[src/logic/fp_slice_pkg.sv]
package fp_slice_pkg;

  // ------------------------------
  // Slice geometry
  // ------------------------------
  localparam int unsigned WIDTH     = 32;
  localparam int unsigned NUM_LANES = 2;
  localparam int unsigned FP16_W    = 16; // Narrow format width

  // ------------------------------
  // Formats and opcodes
  // ------------------------------
  typedef enum logic {
    FP32 = 1'b0,
    FP16 = 1'b1
  } fp_format_e;

  // One bit per format, indexed by fp_format_e
  typedef logic [1:0] fmt_mask_t;

  typedef enum logic {
    MIN = 1'b0,
    MAX = 1'b1
  } operation_e;

  // IEEE exception flags, only nv is raised by MIN/MAX
  typedef struct packed {
    logic nv; // Invalid operation
    logic dz; // Divide by zero
    logic of; // Overflow
    logic uf; // Underflow
    logic nx; // Inexact
  } status_t;

  typedef logic [3:0] tag_t;

  // Travels with lane 0 only
  typedef struct packed {
    fp_format_e fmt; // Destination format
    logic       vec; // Vector op, lane 1 holds a result
    tag_t       tag;
  } slice_aux_t;

  typedef struct packed {
    logic [WIDTH-1:0] result;
    status_t          status;
  } lane_res_t;

endpackage

[src/logic/lane_pipe.sv]
`timescale 1ns/1ns

module lane_pipe #(
  parameter int unsigned NumPipeRegs  = 2,
  parameter int unsigned PayloadWidth = 37
) (
  input  logic                    clk_i,
  input  logic                    rst_i,
  input  logic [PayloadWidth-1:0] in_data_i,
  input  logic                    in_valid_i,
  output logic                    in_ready_o,
  output logic [PayloadWidth-1:0] out_data_o,
  output logic                    out_valid_o,
  input  logic                    out_ready_i,
  output logic                    busy_o
);

  // Index i holds the item after i register stages
  logic [0:NumPipeRegs][PayloadWidth-1:0] stage_data;
  logic [0:NumPipeRegs]                   stage_valid;
  logic [0:NumPipeRegs]                   stage_ready;

  assign stage_data[0]  = in_data_i;
  assign stage_valid[0] = in_valid_i;

  for (genvar i = 0; i < NumPipeRegs; i++) begin : gen_stage
    logic                    valid_q;
    logic [PayloadWidth-1:0] data_q;

    // Advance when the next stage moves on or only holds a bubble
    assign stage_ready[i] = stage_ready[i+1] | ~stage_valid[i+1];

    always_ff @(posedge clk_i) begin
      if (rst_i) begin
        valid_q <= 1'b0;
      end else if (stage_ready[i]) begin
        valid_q <= stage_valid[i];
      end
    end

    always_ff @(posedge clk_i) begin
      if (stage_ready[i] && stage_valid[i]) begin
        data_q <= stage_data[i]; // Only load real items
      end
    end

    assign stage_valid[i+1] = valid_q;
    assign stage_data[i+1]  = data_q;
  end

  // ------------------------------
  // Output side
  // ------------------------------
  assign stage_ready[NumPipeRegs] = out_ready_i;

  assign in_ready_o  = stage_ready[0];
  assign out_data_o  = stage_data[NumPipeRegs];
  assign out_valid_o = stage_valid[NumPipeRegs];
  assign busy_o      = |stage_valid;

endmodule

[src/logic/minmax_lane.sv]
`timescale 1ns/1ns

module minmax_lane #(
  parameter int unsigned             LaneWidth   = 32,
  parameter fp_slice_pkg::fmt_mask_t LaneFormats = 2'b11
) (
  input  logic [LaneWidth-1:0]     a_i,
  input  logic [LaneWidth-1:0]     b_i,
  input  fp_slice_pkg::operation_e op_i,
  input  fp_slice_pkg::fp_format_e fmt_i,
  output fp_slice_pkg::lane_res_t  res_o
);

  localparam int unsigned W = fp_slice_pkg::WIDTH;
  localparam int unsigned H = fp_slice_pkg::FP16_W;

  logic [W-1:0] a_ext, b_ext;   // Operands widened to the slice width
  logic         is_wide;        // FP32 layout selected
  logic         a_sign, b_sign;
  logic [W-2:0] a_mag, b_mag;
  logic [1:0]   a_cls, b_cls;   // {nan, snan}
  logic         a_lt_b;
  logic [W-1:0] a_box, b_box;
  logic [W-1:0] canon_nan;

  // Returns {is NaN, is signaling NaN}
  function automatic logic [1:0] classify(logic [W-1:0] x, logic wide);
    logic exp_ones;
    logic man_nz;
    logic quiet;
    if (wide) begin
      exp_ones = &x[30:23];
      man_nz   = |x[22:0];
      quiet    = x[22];
    end else begin
      exp_ones = &x[14:10];
      man_nz   = |x[9:0];
      quiet    = x[9];
    end
    return {exp_ones & man_nz, exp_ones & man_nz & ~quiet};
  endfunction

  always_comb begin
    a_ext = '0;
    b_ext = '0;
    a_ext[LaneWidth-1:0] = a_i;
    b_ext[LaneWidth-1:0] = b_i;
  end

  // A lane without FP32 support always reads FP16
  assign is_wide = LaneFormats[fp_slice_pkg::FP32] && (fmt_i == fp_slice_pkg::FP32);

  assign a_cls = classify(a_ext, is_wide);
  assign b_cls = classify(b_ext, is_wide);

  assign a_sign = is_wide ? a_ext[W-1] : a_ext[H-1];
  assign b_sign = is_wide ? b_ext[W-1] : b_ext[H-1];
  assign a_mag  = is_wide ? a_ext[W-2:0] : {{(W-H){1'b0}}, a_ext[H-2:0]};
  assign b_mag  = is_wide ? b_ext[W-2:0] : {{(W-H){1'b0}}, b_ext[H-2:0]};

  // Sign first, so -0 sorts below +0
  always_comb begin
    if (a_sign != b_sign) begin
      a_lt_b = a_sign;
    end else if (a_sign) begin
      a_lt_b = a_mag > b_mag;   // Both negative, larger magnitude is smaller
    end else begin
      a_lt_b = a_mag < b_mag;
    end
  end

  // FP16 results leave the lane already NaN-boxed
  assign a_box     = is_wide ? a_ext : {{(W-H){1'b1}}, a_ext[H-1:0]};
  assign b_box     = is_wide ? b_ext : {{(W-H){1'b1}}, b_ext[H-1:0]};
  assign canon_nan = is_wide ? 32'h7FC0_0000 : 32'hFFFF_7E00;

  always_comb begin
    res_o           = '0;
    res_o.status.nv = a_cls[0] | b_cls[0];
    if (a_cls[1] && b_cls[1]) begin
      res_o.result = canon_nan;
    end else if (a_cls[1]) begin
      res_o.result = b_box;
    end else if (b_cls[1]) begin
      res_o.result = a_box;
    end else if ((op_i == fp_slice_pkg::MIN) == a_lt_b) begin
      res_o.result = a_box; // MIN with a<b, or MAX with a>=b
    end else begin
      res_o.result = b_box;
    end
  end

endmodule

[src/logic/minmax_slice.sv]
`timescale 1ns/1ns

module minmax_slice #(
  parameter int unsigned NumPipeRegs = 2
) (
  input  logic                               clk_i,
  input  logic                               rst_i,
  input  logic [fp_slice_pkg::WIDTH-1:0]     operands_a_i,
  input  logic [fp_slice_pkg::WIDTH-1:0]     operands_b_i,
  input  fp_slice_pkg::operation_e           op_i,
  input  fp_slice_pkg::fp_format_e           fmt_i,
  input  logic                               vectorial_op_i,
  input  fp_slice_pkg::tag_t                 tag_i,
  input  logic [fp_slice_pkg::NUM_LANES-1:0] simd_mask_i,
  input  logic                               in_valid_i,
  output logic                               in_ready_o,
  output logic [fp_slice_pkg::WIDTH-1:0]     result_o,
  output fp_slice_pkg::status_t              status_o,
  output fp_slice_pkg::tag_t                 tag_o,
  output logic                               out_valid_o,
  input  logic                               out_ready_i,
  output logic                               busy_o
);

  localparam int unsigned NumLanes = fp_slice_pkg::NUM_LANES;

  // Lane 0 payload carries the aux data as well
  typedef struct packed {
    fp_slice_pkg::slice_aux_t aux;
    logic                     mask;
    fp_slice_pkg::lane_res_t  res;
  } head_pay_t;

  typedef struct packed {
    logic                    mask;
    fp_slice_pkg::lane_res_t res;
  } tail_pay_t;

  fp_slice_pkg::lane_res_t [NumLanes-1:0] lane_res;
  fp_slice_pkg::slice_aux_t               aux_in;
  head_pay_t                              head_in, head_out;
  tail_pay_t                              tail_in, tail_out;
  logic [NumLanes-1:0] lane_in_valid, lane_in_ready;
  logic [NumLanes-1:0] lane_out_valid, lane_busy;
  logic                tail_out_ready;
  logic                lane1_used;  // Vector FP16 op
  logic [5:0]          fmt_width;

  // ------------------------------
  // Input side
  // ------------------------------
  assign lane1_used = vectorial_op_i & (fmt_i == fp_slice_pkg::FP16);
  assign fmt_width  = (fmt_i == fp_slice_pkg::FP16) ? 6'(fp_slice_pkg::FP16_W)
                                                    : 6'(fp_slice_pkg::WIDTH);

  assign aux_in.fmt = fmt_i;
  assign aux_in.vec = lane1_used;
  assign aux_in.tag = tag_i;

  assign lane_in_valid[0] = in_valid_i;
  // Lane 1 only loads when lane 0 takes the same item
  assign lane_in_valid[1] = in_valid_i & lane1_used & lane_in_ready[0];

  for (genvar lane = 0; lane < NumLanes; lane++) begin : gen_lanes
    // Lane 0 spans the slice while upper lanes hold FP16 only
    localparam int unsigned LaneW = (lane == 0) ? fp_slice_pkg::WIDTH : fp_slice_pkg::FP16_W;
    localparam fp_slice_pkg::fmt_mask_t LaneFmts = (lane == 0) ? 2'b11 : 2'b10;

    logic [fp_slice_pkg::WIDTH-1:0] local_a, local_b;

    assign local_a = operands_a_i >> (lane * fmt_width);
    assign local_b = operands_b_i >> (lane * fmt_width);

    minmax_lane #(
      .LaneWidth   ( LaneW    ),
      .LaneFormats ( LaneFmts )
    ) u_lane (
      .a_i   ( local_a[LaneW-1:0] ),
      .b_i   ( local_b[LaneW-1:0] ),
      .op_i  ( op_i               ),
      .fmt_i ( fmt_i              ),
      .res_o ( lane_res[lane]     )
    );
  end

  assign head_in = '{aux: aux_in, mask: simd_mask_i[0], res: lane_res[0]};
  assign tail_in = '{mask: simd_mask_i[1], res: lane_res[1]};

  // ------------------------------
  // Lane pipelines
  // ------------------------------
  lane_pipe #(
    .NumPipeRegs  ( NumPipeRegs        ),
    .PayloadWidth ( $bits(head_pay_t)  )
  ) u_pipe0 (
    .clk_i       ( clk_i             ),
    .rst_i       ( rst_i             ),
    .in_data_i   ( head_in           ),
    .in_valid_i  ( lane_in_valid[0]  ),
    .in_ready_o  ( lane_in_ready[0]  ),
    .out_data_o  ( head_out          ),
    .out_valid_o ( lane_out_valid[0] ),
    .out_ready_i ( out_ready_i       ),
    .busy_o      ( lane_busy[0]      )
  );

  // Lane 1 drains only alongside a vector item at lane 0's head
  assign tail_out_ready = out_ready_i & head_out.aux.vec;

  lane_pipe #(
    .NumPipeRegs  ( NumPipeRegs        ),
    .PayloadWidth ( $bits(tail_pay_t)  )
  ) u_pipe1 (
    .clk_i       ( clk_i             ),
    .rst_i       ( rst_i             ),
    .in_data_i   ( tail_in           ),
    .in_valid_i  ( lane_in_valid[1]  ),
    .in_ready_o  ( lane_in_ready[1]  ),
    .out_data_o  ( tail_out          ),
    .out_valid_o ( lane_out_valid[1] ),
    .out_ready_i ( tail_out_ready    ),
    .busy_o      ( lane_busy[1]      )
  );

  // ------------------------------
  // Output side
  // ------------------------------
  result_pack u_pack (
    .lane0_i       ( head_out.res                           ),
    .lane1_i       ( tail_out.res                           ),
    .lane1_valid_i ( lane_out_valid[1]                      ),
    .mask_i        ( {tail_out.mask, head_out.mask}         ),
    .aux_i         ( head_out.aux                           ),
    .result_o      ( result_o                               ),
    .status_o      ( status_o                               ),
    .tag_o         ( tag_o                                  )
  );

  assign in_ready_o  = lane_in_ready[0];   // Upstream follows lane 0
  assign out_valid_o = lane_out_valid[0];
  assign busy_o      = |lane_busy;

endmodule

[src/logic/result_pack.sv]
`timescale 1ns/1ns

module result_pack (
  input  fp_slice_pkg::lane_res_t              lane0_i,
  input  fp_slice_pkg::lane_res_t              lane1_i,
  input  logic                                 lane1_valid_i,
  input  logic [fp_slice_pkg::NUM_LANES-1:0]   mask_i,
  input  fp_slice_pkg::slice_aux_t             aux_i,
  output logic [fp_slice_pkg::WIDTH-1:0]       result_o,
  output fp_slice_pkg::status_t                status_o,
  output fp_slice_pkg::tag_t                   tag_o
);

  localparam int unsigned H  = fp_slice_pkg::FP16_W;
  localparam int unsigned SW = $bits(fp_slice_pkg::status_t);

  logic         use_lane1;   // Upper half comes from lane 1
  logic [H-1:0] upper_half;
  logic [SW-1:0] lane0_flags, lane1_flags;

  assign use_lane1  = lane1_valid_i & aux_i.vec;
  assign upper_half = use_lane1 ? lane1_i.result[H-1:0] : {H{1'b1}}; // NaN box

  // ------------------------------
  // Result by format
  // ------------------------------
  always_comb begin
    if (aux_i.fmt == fp_slice_pkg::FP32) begin
      result_o = lane0_i.result;
    end else begin
      result_o = {upper_half, lane0_i.result[H-1:0]};
    end
  end

  // Masked lanes do not report flags
  assign lane0_flags = lane0_i.status & {SW{mask_i[0]}};
  assign lane1_flags = lane1_i.status & {SW{mask_i[1] & use_lane1}};

  assign status_o = fp_slice_pkg::status_t'(lane0_flags | lane1_flags);
  assign tag_o    = aux_i.tag;

endmodule

[config.mk]
export PLATFORM = sky130hd
export DESIGN_NAME = minmax_slice
export DESIGN_NICKNAME = d
export VERILOG_FILES = /design/src/logic/fp_slice_pkg.sv /design/src/logic/lane_pipe.sv /design/src/logic/minmax_lane.sv /design/src/logic/minmax_slice.sv /design/src/logic/result_pack.sv
export SDC_FILE = /design/constraint.sdc
export NUM_CORES = 1
export LEC_CHECK = 0
export BUFFER_PORTS_ARGS = -buffer_cell sky130_fd_sc_hd__buf_4
export CORE_ASPECT_RATIO = 1.1
export CORE_MARGIN = 2
export CORE_UTILIZATION = 53
export DETAILED_ROUTE_END_ITERATION = 8
export PLACE_DENSITY = 0.77
export SYNTH_ARGS = -nofsm -noshare
export SYNTH_HDL_FRONTEND = slang
export SYNTH_HIERARCHICAL = 1
export SYNTH_SLANG_ARGS = --single-unit
[constraint.sdc]
create_clock -name clk_i -period 3.2 [get_ports clk_i]
set_input_delay 0 -clock clk_i [delete_from_list [all_inputs] [get_ports clk_i]]
set_output_delay 0 -clock clk_i [all_outputs]
set_load 0.03 [all_outputs]
==> results.yml <==
critical_path:
  cp.required_ps: 3360
  cp_cell_sequence: "dlygate4sd3_1 -> buf_4 -> nor2b_1 -> ha_1 -> a21oi_1 -> o21ai_0 -> a211oi_2 -> a21oi_1 -> a221o_1 -> o21a_1 -> a211o_2 -> a221o_1"
  cp_slowest_cell: "dlygate4sd3_1"
  cp.arrival_ps: 3190
  start_kind: "input port"
  crit_fanout: 12
  crit_buf_inv: 2
  crit_type: "in -> reg"
  slowest_delay_ps: 530
  cp_top_family: "compound AO/OA/AOI/OAI gates"
  setup.worst_path.end_class: "register"
timing:
  finalCriticalPeriod_ps: 3030
  max-slew-margin-rel_pct: 30.6
  fmax_mhz: 330
  drv_slew: 0
  tightest_slew_ps: 1040
  fin_crit_sh_pct: 94.8
  holdWs_ps: 32.8
  hold_viol_final: 0
  setup-violations-final: 0
  skew_ps: 9.91
  fin_ws_ps: 165
pwr:
  leakagePower_uw: 0.00392
  max-vdd-ir-drop_uv: 294
  power_density_nw_per_um2: 521
clocking:
  cts_htree_levels: 4
  clk_latency_ps: 410
  clk_pin_slew_ps: 60
  cts_sinks: 136
  cts_root_buf: "clkbuf_16"
  numCtsBuffers: 17
  clockBufferDepth: 2
  cts_tree: "built"
placement:
  place_congestion: 0.912
  dp_hpwl_um: 14200
  dpl.cell_count: 955
  pre_cts_ws_ps: 40.3
  io_buffer_count: 120
  placed_cell_area_um2: 8540
grt:
  grt_first_pass_wirelength_um: 30600
  antenna_found_initial: 0
  grt_pass1_vias: 5858
  overflow: 0
  grt_usage_pct: 26.1
  grt_max_degree: 60
layout:
  diodes: 0
  nNetsFinal: 963
  area_growth_pct: 28.1
  post-route-cell-area_um2: 9770
  instances_no_fill: 1041
  drive_above_1_share_pct: 26.4
  fill_cells: 991
floorplanning:
  die_y_um: 130
  die_x_um: 118
  rows: 45
  io_pins: 121
  start_util_pct: 54.6
  core_area_um2: 14000
  die_area_um2: 15400
yosys:
  syn_area_um2: 7630
  syn_inst: 681
  yosys_warnings: 6
  avgSynthCellArea_um2: 11.2
route:
  viasPerCell: 5.83
  vias: 6071
  remaining_drc_errors: 0
  avgRoutedWirePerCell_um: 18.9
  routed_wl_um: 19700
  postRouteAntennaNets: 0
  drtPass1Iterations: 6
  drtIter0Drc: 569
run:
  max-cap-violations: 0
hold_path:
  min_path_type: "in -> reg"
run_status:
  status: "finished, final reports clean"
-- stage by stage --
step	power (uW)	util (%)	TNS (ps)
CTS	5100	69.7	0
detailed placement	2940	61.2	0
floorplan	2670	-	0
finish	5090	69.9	0
global placement	2920	61.2	0
global route	5260	69.9	-2.55
-- worst reg2reg max path, stage by stage, from the launching register on --
cell and delay, ps:
edfxtp_1 360, and2_1 150, nand2b_1 130, and2_1 820
-- cell type report --
class / instances / area [um2] / area share, %
multi-input cells: 427 / 3020 / 30.9
inverters: 71 / 267 / 2.73
repair buffers: 187 / 1550 / 15.9
flip-flops and latches: 136 / 4040 / 41.4
clock inverters: 14 / 223 / 2.28
well taps: 188 / 235 / 2.41
clock buffers: 18 / 429 / 4.39
-- repair_timing --
item,CTS,global route
endpoints found under the setup margin,0,16
hold endpoints to repair,36,0
buffers inserted,0,0
hold buffers,54,0
resized for setup,0,6
-- path summary, 6_finish.rpt --
path / slack [ps] / startpoint / cells past startpoint / endpoint
worst min register to register: 410 / u_pipe1/gen_stage[0].data_q[12]$_DFFE_PP_ / 0 / u_pipe1/out_data_o[12]$_DFFE_PP_
worst max-delay path: 170 / operands_a_i[18] / 12 / u_pipe0/gen_stage[0].data_q[23]$_DFFE_PP_
worst max register to register: 1350 / u_pipe0/out_data_o[42]$_DFFE_PP_ / 3 / u_pipe1/out_data_o[17]$_DFFE_PP_
worst min-delay path: 30 / operands_a_i[28] / 3 / u_pipe0/gen_stage[0].data_q[33]$_DFFE_PP_
-- state kept, by name (all words and copies together) (netlist names) --
| register | cells |
|---|---|
| u_pipe0/gen_stage.data_q | 44 |
| u_pipe0/out_data_o | 44 |
| u_pipe1/gen_stage.data_q | 22 |
| u_pipe1/out_data_o | 22 |
| u_pipe0/gen_stage.valid_q | 1 |
| u_pipe0/out_valid_o | 1 |
| u_pipe1/gen_stage.valid_q | 1 |
| u_pipe1/out_valid_o | 1 |
-- placed cells by master (no fill, tap or decap), drive strengths merged, types with 3 or more instances in the layout --
cell / count
conb: 8
and3: 4
dfxtp: 4
bufinv: 5
buf: 133
nor2b: 18
a221oi: 5
a211oi: 5
a21oi: 35
dlygate4sd3: 54
a221o: 9
nand2: 32
ha: 46
nor2: 30
clkinv: 5
and2: 39
o22ai: 3
inv: 73
o21ai: 35
a41oi: 11
nor4: 16
clkbuf: 18
nand3b: 4
o21a: 3
a31oi: 22
nand2b: 20
or3: 3
nor3: 9
a22o: 15
nand4: 24
nand3: 8
edfxtp: 132
-- power breakdown --
part	internal [uW]	switching (uW)	total, uW
sequential	2090	37.4	2130
combinational	367	492	859
clock	1390	711	2100
-- routing by layer --
metal	track usage, %	up-vias	part of all wire [%]
met5	0	-	0
met1	32.5	2876	40
met3	4.76	55	6.5
met2	45.1	315	50
li1	-	2825	-
met4	11.5	0	3.1
Power figures use the tool's default switching activity.
